## config.mk

```make
export PLATFORM = sky130hd
export DESIGN_NAME = adc_capture_top
export DESIGN_NICKNAME = d
export VERILOG_FILES = /design/src/adc_cap_pkg.sv /design/src/adc_cfg_if.sv /design/src/adc_regs.sv /design/src/adc_conv_timer.sv /design/src/adc_lane_deser.sv /design/src/adc_capture_top.sv
export SDC_FILE = /design/constraint.sdc
export NUM_CORES = 1
export LEC_CHECK = 0
export ABC_AREA = 1
export ABC_CLOCK_PERIOD_IN_PS = 6130
export BUFFER_PORTS_ARGS = -buffer_cell sky130_fd_sc_hd__buf_2
export CAP_MARGIN = 15
export CORE_ASPECT_RATIO = 2
export CORE_MARGIN = 1.5
export CORE_UTILIZATION = 60
export DETAILED_ROUTE_END_ITERATION = 7
export GPL_ROUTABILITY_DRIVEN = 0
export PLACE_DENSITY = 0.82
export SYNTH_ARGS = -nofsm -noshare
export SYNTH_HDL_FRONTEND = slang
export SYNTH_HIERARCHICAL = 1
export SYNTH_SLANG_ARGS = --single-unit
export TNS_END_PERCENT = 5
```

## constraint.sdc

```tcl
create_clock -name clk_gate -period 6.13 [get_ports clk_gate]
set_clock_uncertainty 0.15 [all_clocks]
set_input_delay 0.9195 -clock clk_gate [delete_from_list [all_inputs] [get_ports clk_gate]]
set_output_delay 0.9195 -clock clk_gate [all_outputs]
set_load 0.1 [all_outputs]
```

## src/adc_cap_pkg.sv

```systemverilog
`default_nettype none

package adc_cap_pkg;

  // --------------------------------------------------
  // sample format
  // --------------------------------------------------

  // converter resolution, one sample per conversion
  localparam int RESOLUTION = 18;

  // gate length in core cycles
  // one lane takes a bit per cycle, two lanes take a pair
  localparam int BITS_ONE_LANE = 18;
  localparam int BITS_TWO_LANE = 9;

  // --------------------------------------------------
  // conversion timing
  // --------------------------------------------------

  // strobe to gate open, covers the converter busy time
  localparam int CONV_CYCLES = 3;

  // shortest frame, strobe + wait + longest gate + a little slack
  localparam logic [15:0] MIN_PERIOD = 16'(CONV_CYCLES + BITS_ONE_LANE + 3);

  // substituted for the lane data in test mode
  localparam logic [RESOLUTION-1:0] TEST_PATTERN = 18'h3a5a5;

  // --------------------------------------------------
  // register map
  // --------------------------------------------------

  // byte addresses on the 4-bit wishbone address
  localparam logic [3:0] ADDR_CTRL   = 4'h0;
  localparam logic [3:0] ADDR_PERIOD = 4'h4;
  localparam logic [3:0] ADDR_SAMPLE = 4'h8;
  localparam logic [3:0] ADDR_COUNT  = 4'hc;

  // control register fields
  localparam int CTRL_EN       = 0;
  localparam int CTRL_TWOLANES = 1;
  localparam int CTRL_TESTPAT  = 2;
  localparam int CTRL_PD       = 3;

endpackage

`default_nettype wire

```

## src/adc_cfg_if.sv

```systemverilog
`timescale 1ns/1ns
`default_nettype none

interface adc_cfg_if import adc_cap_pkg::*; ();

  // control bits, written over wishbone
  logic                  enable;
  logic                  twolanes;
  logic                  testpat;
  logic                  pd;

  // conversion period in core cycles, already clamped
  logic [15:0]           period;

  // assembled sample and its one-cycle strobe
  logic [RESOLUTION-1:0] sample;
  logic                  sample_strobe;

  // register block drives config, sees the sample stream
  modport regs (
    output enable, twolanes, testpat, pd, period,
    input  sample, sample_strobe
  );

  // timer only needs the run controls and the lane mode
  modport timer (
    input enable, pd, twolanes, period
  );

  // deserializer makes the samples
  modport deser (
    input  twolanes, testpat,
    output sample, sample_strobe
  );

endinterface

`default_nettype wire

```

## src/adc_regs.sv

```systemverilog
`timescale 1ns/1ns
`default_nettype none

module adc_regs import adc_cap_pkg::*; (
  input  wire         clk_gate,
  input  wire         arst_n,
  input  wire         wb_cyc,
  input  wire         wb_stb,
  input  wire         wb_we,
  input  wire  [3:0]  wb_adr,
  input  wire  [31:0] wb_wdata,
  output logic [31:0] wb_rdata,
  output logic        wb_ack,
  adc_cfg_if.regs     cfg
);

  // new request, not yet acked
  logic                  req;
  logic                  wr;
  logic                  rd;

  // register storage
  logic [3:0]            ctrl_q;
  logic [15:0]           period_q;
  logic [RESOLUTION-1:0] last_sample;
  logic [31:0]           sample_cnt;

  // write value after clamping
  logic [15:0]           period_wr;

  // read data before the output register
  logic [31:0]           rd_mux;

  // --------------------------------------------------
  // bus decode
  // --------------------------------------------------

  // ack is blocked for the cycle it is high, so a held stb
  // does not start a second access
  assign req = wb_cyc & wb_stb & ~wb_ack;
  assign wr  = req & wb_we;
  assign rd  = req & ~wb_we;

  // periods below the frame length would overlap frames
  assign period_wr = (wb_wdata[15:0] < MIN_PERIOD) ? MIN_PERIOD : wb_wdata[15:0];

  always_comb begin
    case (wb_adr)
      ADDR_CTRL:   rd_mux = {28'd0, ctrl_q};
      ADDR_PERIOD: rd_mux = {16'd0, period_q};
      ADDR_SAMPLE: rd_mux = {{(32-RESOLUTION){1'b0}}, last_sample};
      ADDR_COUNT:  rd_mux = sample_cnt;
      // holes in the map read zero
      default:     rd_mux = 32'd0;
    endcase
  end

  // ack and read data come out together, one cycle after the request
  always_ff @(posedge clk_gate or negedge arst_n) begin
    if (!arst_n) begin
      wb_ack   <= 1'b0;
      wb_rdata <= 32'd0;
    end else begin
      wb_ack   <= req;
      wb_rdata <= rd ? rd_mux : 32'd0;
    end
  end

  // --------------------------------------------------
  // control and period
  // --------------------------------------------------

  always_ff @(posedge clk_gate or negedge arst_n) begin
    if (!arst_n) begin
      ctrl_q   <= 4'd0;
      period_q <= MIN_PERIOD;
    end else if (wr) begin
      if (wb_adr == ADDR_CTRL) begin
        ctrl_q <= wb_wdata[3:0];
      end
      if (wb_adr == ADDR_PERIOD) begin
        period_q <= period_wr;
      end
    end
  end

  // fan the control bits out to timer and deserializer
  assign cfg.enable   = ctrl_q[CTRL_EN];
  assign cfg.twolanes = ctrl_q[CTRL_TWOLANES];
  assign cfg.testpat  = ctrl_q[CTRL_TESTPAT];
  assign cfg.pd       = ctrl_q[CTRL_PD];
  assign cfg.period   = period_q;

  // --------------------------------------------------
  // sample status
  // --------------------------------------------------

  // last sample, only replaced on a strobe
  always_ff @(posedge clk_gate) begin
    if (cfg.sample_strobe) begin
      last_sample <= cfg.sample;
    end
  end

  // wrapping sample counter
  // a write to the count address clears it, even on a strobe
  always_ff @(posedge clk_gate or negedge arst_n) begin
    if (!arst_n) begin
      sample_cnt <= 32'd0;
    end else if (wr && (wb_adr == ADDR_COUNT)) begin
      sample_cnt <= 32'd0;
    end else if (cfg.sample_strobe) begin
      sample_cnt <= sample_cnt + 32'd1;
    end
  end

endmodule

`default_nettype wire

```

## src/adc_conv_timer.sv

```systemverilog
`timescale 1ns/1ns
`default_nettype none

module adc_conv_timer import adc_cap_pkg::*; (
  input  wire      clk_gate,
  input  wire      arst_n,
  adc_cfg_if.timer cfg,
  output logic     cnv,
  output logic     gate,
  output logic     pd
);

  // new strobes allowed
  logic        run;
  // issue a strobe on this edge
  logic        fire;
  logic [15:0] period_cnt;

  // frame in flight, phase counts cycles since cnv
  logic        busy;
  logic [4:0]  phase;
  // gate length latched at the strobe
  logic [4:0]  lane_bits;
  // phase of the last edge that keeps the gate open
  logic [4:0]  gate_last;

  // --------------------------------------------------
  // period counter
  // --------------------------------------------------

  assign run = cfg.enable & ~cfg.pd;

  // >= so a shorter period written mid-count takes effect at once
  assign fire = run && (period_cnt >= (cfg.period - 16'd1));

  always_ff @(posedge clk_gate or negedge arst_n) begin
    if (!arst_n) begin
      period_cnt <= 16'd0;
      cnv        <= 1'b0;
    end else begin
      cnv <= fire;
      // idle holds the count at zero, first strobe one period after enable
      if (!run || fire) begin
        period_cnt <= 16'd0;
      end else begin
        period_cnt <= period_cnt + 16'd1;
      end
    end
  end

  // --------------------------------------------------
  // conversion wait and gate window
  // --------------------------------------------------

  // phase k is held in cycle t+k, gate is registered one phase early
  assign gate_last = 5'(CONV_CYCLES - 1) + lane_bits;

  always_ff @(posedge clk_gate or negedge arst_n) begin
    if (!arst_n) begin
      busy      <= 1'b0;
      phase     <= 5'd0;
      lane_bits <= 5'(BITS_ONE_LANE);
      gate      <= 1'b0;
    end else begin
      gate <= busy && (phase >= 5'(CONV_CYCLES)) && (phase <= gate_last);
      if (fire) begin
        // mode is frozen here, later writes wait for the next frame
        busy      <= 1'b1;
        phase     <= 5'd0;
        lane_bits <= cfg.twolanes ? 5'(BITS_TWO_LANE) : 5'(BITS_ONE_LANE);
      end else if (busy) begin
        phase <= phase + 5'd1;
        // frame keeps running after enable drops
        if (phase == gate_last) begin
          busy <= 1'b0;
        end
      end
    end
  end

  // power-down pin follows the control bit a cycle late
  always_ff @(posedge clk_gate or negedge arst_n) begin
    if (!arst_n) begin
      pd <= 1'b0;
    end else begin
      pd <= cfg.pd;
    end
  end

endmodule

`default_nettype wire

```

## src/adc_lane_deser.sv

```systemverilog
`timescale 1ns/1ns
`default_nettype none

module adc_lane_deser import adc_cap_pkg::*; (
  input  wire      clk_gate,
  input  wire      arst_n,
  input  wire      gate,
  input  wire      da,
  input  wire      db,
  adc_cfg_if.deser cfg
);

  // gate delayed one cycle, the lanes lag the gate by one cycle
  logic                  sample_en;
  logic                  win_start;
  logic                  win_end;

  // modes frozen for the current window
  logic                  mode_two;
  logic                  mode_test;

  logic [RESOLUTION-1:0] shreg;
  logic [RESOLUTION-1:0] shreg_nxt;

  // --------------------------------------------------
  // window tracking
  // --------------------------------------------------

  // first gate cycle, enable not yet up
  assign win_start = gate & ~sample_en;
  // last bit on the lanes, gate already low
  assign win_end   = sample_en & ~gate;

  always_ff @(posedge clk_gate or negedge arst_n) begin
    if (!arst_n) begin
      sample_en <= 1'b0;
      mode_two  <= 1'b0;
      mode_test <= 1'b0;
    end else begin
      sample_en <= gate;
      if (win_start) begin
        mode_two  <= cfg.twolanes;
        mode_test <= cfg.testpat;
      end
    end
  end

  // --------------------------------------------------
  // shift register
  // --------------------------------------------------

  // msb first
  // two lanes give an even/odd pair per cycle, lane a is the higher bit
  always_comb begin
    if (mode_two) begin
      shreg_nxt = {shreg[RESOLUTION-3:0], da, db};
    end else begin
      shreg_nxt = {shreg[RESOLUTION-2:0], da};
    end
  end

  // a full window overwrites every bit, no clear needed
  always_ff @(posedge clk_gate) begin
    if (sample_en) begin
      shreg <= shreg_nxt;
    end
  end

  // --------------------------------------------------
  // sample output
  // --------------------------------------------------

  // word is loaded on the edge that takes the last bit
  always_ff @(posedge clk_gate) begin
    if (win_end) begin
      cfg.sample <= mode_test ? TEST_PATTERN : shreg_nxt;
    end
  end

  // single-cycle strobe, nothing downstream can stall it
  always_ff @(posedge clk_gate or negedge arst_n) begin
    if (!arst_n) begin
      cfg.sample_strobe <= 1'b0;
    end else begin
      cfg.sample_strobe <= win_end;
    end
  end

endmodule

`default_nettype wire

```

## src/adc_capture_top.sv

```systemverilog
`timescale 1ns/1ns
`default_nettype none

module adc_capture_top import adc_cap_pkg::*; (
  input  wire                   clk_gate,
  input  wire                   arst_n,
  // wishbone classic slave
  input  wire                   wb_cyc,
  input  wire                   wb_stb,
  input  wire                   wb_we,
  input  wire  [3:0]            wb_adr,
  input  wire  [31:0]           wb_wdata,
  output wire  [31:0]           wb_rdata,
  output wire                   wb_ack,
  // converter pins
  input  wire                   da,
  input  wire                   db,
  output wire                   cnv,
  output wire                   gate,
  output wire                   pd,
  // sample stream
  output wire                   adc_valid,
  output wire  [RESOLUTION-1:0] adc_data
);

  // config and status between the blocks
  adc_cfg_if cfg ();

  adc_regs u_regs (
    .clk_gate (clk_gate),
    .arst_n   (arst_n),
    .wb_cyc   (wb_cyc),
    .wb_stb   (wb_stb),
    .wb_we    (wb_we),
    .wb_adr   (wb_adr),
    .wb_wdata (wb_wdata),
    .wb_rdata (wb_rdata),
    .wb_ack   (wb_ack),
    .cfg      (cfg.regs)
  );

  // gate goes out to the pin and into the deserializer
  adc_conv_timer u_timer (
    .clk_gate (clk_gate),
    .arst_n   (arst_n),
    .cfg      (cfg.timer),
    .cnv      (cnv),
    .gate     (gate),
    .pd       (pd)
  );

  adc_lane_deser u_deser (
    .clk_gate (clk_gate),
    .arst_n   (arst_n),
    .gate     (gate),
    .da       (da),
    .db       (db),
    .cfg      (cfg.deser)
  );

  // the sample stream is the deserializer output as is
  assign adc_valid = cfg.sample_strobe;
  assign adc_data  = cfg.sample;

endmodule

`default_nettype wire

```

Word level (Yosys, flattened, before mapping)
Cells that the tools add are included.
- add/sub/neg operators: 5
- equality and inequality tests: 4
- bitwise logic cells: 12
- multiplexer cells: 13
- reductions and logical operators: 11
- order comparisons: 4
- operators by type and width (operator ; count):
    $pmux W32 S4 ; 1
    $mux W32 ; 3
    $add A32 B1 Y32 const B ; 1
    $mux W16 ; 2
    $mux W18 ; 1
    $add A16 B1 Y16 const B ; 1
    $ge A16 B16 Y1 ; 1
    $lt A16 B5 Y1 const B ; 1
    $sub A16 B1 Y16 const B ; 1
    $mux W5 ; 3
    $eq A4 B4 Y1 const B ; 2
    $and A1 B1 Y1 ; 7
    $add A2 B5 Y5 const A ; 1
    $add A5 B1 Y5 const B ; 1
    $eq A5 B5 Y1 ; 1
    $ge A5 B2 Y1 const B ; 1
    $le A5 B5 Y1 ; 1
    $not A1 Y1 ; 5
    $eq A4 B3 Y1 const B ; 1
    $logic_and A1 B1 Y1 ; 4
    $logic_not A4 Y1 ; 1
    $reduce_and A2 Y1 ; 2
    $reduce_bool A2 Y1 ; 2
    $mux W1 ; 3
    other kinds (2) ; 2
- word-level logic and storage cells: 68
- register bits: 172
- output and inout bits: 55

Depth between registers and ports, before layout
- word-level depth: 5
- mapped depth: 17
- mapped depth without buffers: 17

Modules after synthesis
The synthesis kept the hierarchy.
- by module, submodules not included (module ; cells an instance ; area an instance (µm²) ; times used):
    adc_regs ; 579 ; 4853.4 ; 1
    adc_conv_timer ; 259 ; 2070.7 ; 1
    adc_lane_deser ; 149 ; 1609.0 ; 1

Worst setup path after synthesis
No wires, ideal clock.
- kind: reg2reg
- from: register u_regs.period_q[0], in the netlist u_regs/cfg.period[0]
- to: register u_timer.phase[0]
- data required time: 5.860 ns
- arrival: 2.244 ns
- buffers on the path: 0
- slack: 3.616 ns
- library setup time: 0.120 ns
- stages on the path, launching flop included: 17
- path through: dfrtp_1 -> inv_1 -> ha_1 -> nand2_2 -> nor2_2 -> nand2_2 -> nor3_2 -> xor2_1 -> inv_1 -> ha_1 -> nand2_1 -> nor3_1 -> nand2_1 -> nand2_1 -> nand2_1 -> inv_2 -> nor2_1
- word-level cells in the longest chain between the ends: 4
- elaborated cells between the ends (all ways): 5
- those cells by class: 1 x add/sub; 1 x order compare; 1 x mux; 2 x reduce/logical
- RTL lines (item ; RTL line ; RTL):
    start, declared ; adc_regs.sv:24 ; logic [15:0] period_q;
    start signal, assigned ; adc_regs.sv:82 ; period_q <= period_wr;
    $sub A16 B1 Y16 * ; adc_conv_timer.sv:34 ; assign fire = run && (period_cnt >= (cfg.period - 16'd1));
    $ge A16 B16 Y1 * ; adc_conv_timer.sv:34 ;
    $logic_and A1 B1 Y1 * ; adc_conv_timer.sv:34 ;
    net u_timer.fire ; adc_conv_timer.sv:16 ; logic fire;
    $mux W5 / $reduce_bool A2 Y1 (equally long branches) ; n/a ;
    end signal, assigned ; adc_conv_timer.sv:72 ; phase <= phase + 5'd1;
    end, declared ; adc_conv_timer.sv:21 ; logic [4:0] phase;
Mark *: on every way through the listed nets, which the timed path passes. The rest lies on a longest branch.
A chain may end at the register's enable or synchronous reset.

Worst setup path in the final report
Same ends and word-level chain as after synthesis.

==> reports/qor.txt <==
Outcome: finished, final reports clean
Total of max-cap violations: 0
DP Wirelength: 15.4 mm
Placed Cells: 1242
Avg Inst Size Synth: 8.65 sq um
Synthesized Nets: 1055
Die Y-Extent: 172 um
Post-Layout Cell Count: 1274
Register bit total from synthesis: 169
# setup viols final: 0
Clock Pin Slew Worst Setup and Hold Paths: 70 ps
Most frequent cell after synthesis: nand2_1
Dpl ws: 3240 ps
Most area-consuming cells after synthesis: dfrtp_1 (33%), edfxtp_1 (19%), nand2_1 (12%), inv_1 (5.5%), nor2_1 (5.2%)
Synth top area share: 33.1%
Number of synthesized flops with an enable pin: 53
Die ar.: 15000 sq um
Row count: 61
Total track usage: 30.2%
Synth cell count leaders: nand2_1 (281), inv_1 (124), nor2_1 (119), dfrtp_1 (113), edfxtp_1 (53)
Post_cts resized: 0
CTS tree: built
Antenna-violating nets left: 0
Synth Instances: 987
Largest net degree at the start of global routing: 74
Share of layout cells above drive strength 1: 16.1%
Synth unique cells: 43
Vias per inst: 5.56
Setup ws final: 3210 ps
Fraction of registers with async set or reset after synthesis: 68.6%
Routed via count: 7078
Initial detailed-routing violation count: 501
Placeable Area: 13900 sq um
WL/cell: 16.8 um
Root buf cell: clkbuf_16
Max-slew violations: 0
Max Fclk: 342 MHz
Final min period: 2920 ps
Placed Area: 9070 sq um
Die W: 87.3 um
Starting Density: 61.4%
Slew margin rel.: 38.2%
CTS Sinks: 169
Vias in the first global route: 6909
First-pass GRT wire length: 33.8 mm
ANT cells: 0
Critical setup path kind: register to register
I/O pins: 98
# port buffers: 81
Worst-Skew Late Latency: 430 ps
CP Data Arrival Time: 3090 ps
Post-synthesis sequential area ratio: 52.7%
Hold buffers post-CTS: 0
H-tree levels: 4
Post-route cell area: 9670 sq um
Worst-path maximum fanout: 6
Worst vdd ir: 0.000212 V
Synth area leader: dfrtp_1
Crit. End Element: register
Unrepaired setup endpoints after global routing: no
CP Launch Type: register
Worst Tran Pin Value: 927 ps
Drt drc: 0
Clock tree buffer depth: 2
GRT overflow: 0
Hold Crit Class: register to register
Layout Nets: 1140
Final wirelength: 21.5 mm
Post-Syn Area: 8530 sq um
CP required: 6300 ps
Period utilisation layout: 47.7%
CTS buffer count: 17
Postcts setup bufs: 0
Power per cell area: 272 nW/um^2
Yosys warnings: 6
Static leakage: 0.00463 uW
Initial antenna violation count: 0
Area grow syn2layout: 13.3%
Drt first pass iters: 5
Top FF cell, synth: dfrtp_1
Setup TNS: 0 ps
Final Hold Vio Count: 0
state kept, by name, indices dropped and copies added, names as in the netlist:
name                       count
u_deser/cfg.sample            18
u_deser/cfg.sample_strobe      1
u_deser/mode_test              1
u_deser/mode_two               1
u_deser/sample_en              1
u_deser/shreg                 17
u_regs/cfg.period             16
u_regs/ctrl_q                  4
u_regs/last_sample            18
u_regs/sample_cnt             32
u_regs/wb_ack                  1
u_regs/wb_rdata               32
u_timer/busy                   1
u_timer/cnv                    1
u_timer/gate                   1
u_timer/lane_bits              2
u_timer/pd                     1
u_timer/period_cnt            16
u_timer/phase                  5
cell usage in the layout (no fill, tap or decap), drive strengths merged, types with 17 or more instances in the layout:
master	instances
nand2	291
inv	140
nor2	140
dfrtp	113
buf	84
nand3	58
edfxtp	53
o21ai	30
a21oi	27
ha	25
nor3	23
xor2	22
nand4	18
clkbuf	17
per-layer routing:
metal | vias up | part of all wire [%] | global-route usage, % | wire length, um
li1 | 3335 | - | - | -
met5 | - | 0 | 0 | 0
met1 | 3350 | 34 | 30.0 | 7220
met4 | 0 | 8.3 | 24.6 | 1780
met2 | 282 | 54 | 53.3 | 11500
met3 | 111 | 4.4 | 5.23 | 952
final timing paths:
path | startpoint | endpoint | slack (ps) | cells past startpoint
max | u_regs/cfg.period[0] | u_timer/phase[0] | 3210 | 16
min | u_deser/cfg.sample[17] | u_regs/last_sample[17] | 300 | 0
max reg2reg | u_regs/cfg.period[0] | u_timer/phase[0] | 3210 | 16
min reg2reg | u_deser/cfg.sample[17] | u_regs/last_sample[17] | 300 | 0
max in group asynchronous | arst_n | u_regs/sample_cnt[12] | 4200 | 2
min in group asynchronous | arst_n | u_regs/wb_rdata[27] | 320 | 1
worst max-delay path, cell delays in order (launching register included):
cell,delay [ps]
dfrtp_1,420
inv_1,170
ha_1,260
nand2_2,90
nor2_2,170
nand2_2,100
nor2_1,120
xor2_1,170
inv_1,60
ha_1,290
nand4_1,100
nor3_1,160
nand2_1,110
nand2_1,120
nand2_1,140
inv_2,140
nor2_1,50
cell type report:
cell class	instances	area [sq um]
tap	189	236
timing repair buffer	84	430
inverter	132	500
sequential	169	4500
multi-input combinational	668	3400
clock buffer	17	425
clock inverter	15	173
fill	1105	4230
power by group:
part	total, uW	internal, uW	switching (uW)
combinational	286	93.5	193
sequential	1280	1220	65.4
clock	1070	552	514
total	2630	1860	773
through the flow:
step / hold slack [ps] / util [%] / total power, uW
floorplan: 245 / - / 1490
global placement: 278 / 65.3 / 1570
detailed placement: 284 / 65.3 / 1580
CTS: 303 / 69.6 / 2640
global route: 317 / 69.6 / 2730
finish: 304 / 69.6 / 2630
cells by family (layout without fill, tap and decap cells):
| logic type | Yosys count | in the layout | share of synthesized area, % |
|---|---|---|---|
| AO/OA/AOI/OAI | 69 | 69 | 4.46 |
| XOR/XNOR | 34 | 34 | 3.49 |
| adder cells (fa/ha/maj) | 25 | 25 | 3.67 |
| buffers and inverters | 150 | 248 | 7.42 |
| flip-flops | 169 | 169 | 52.7 |
| multiplexers | 4 | 4 | 0.513 |
| AND/OR/NAND/NOR | 536 | 536 | 27.7 |
No activity file was read; power rests on OpenSTA's default activity.
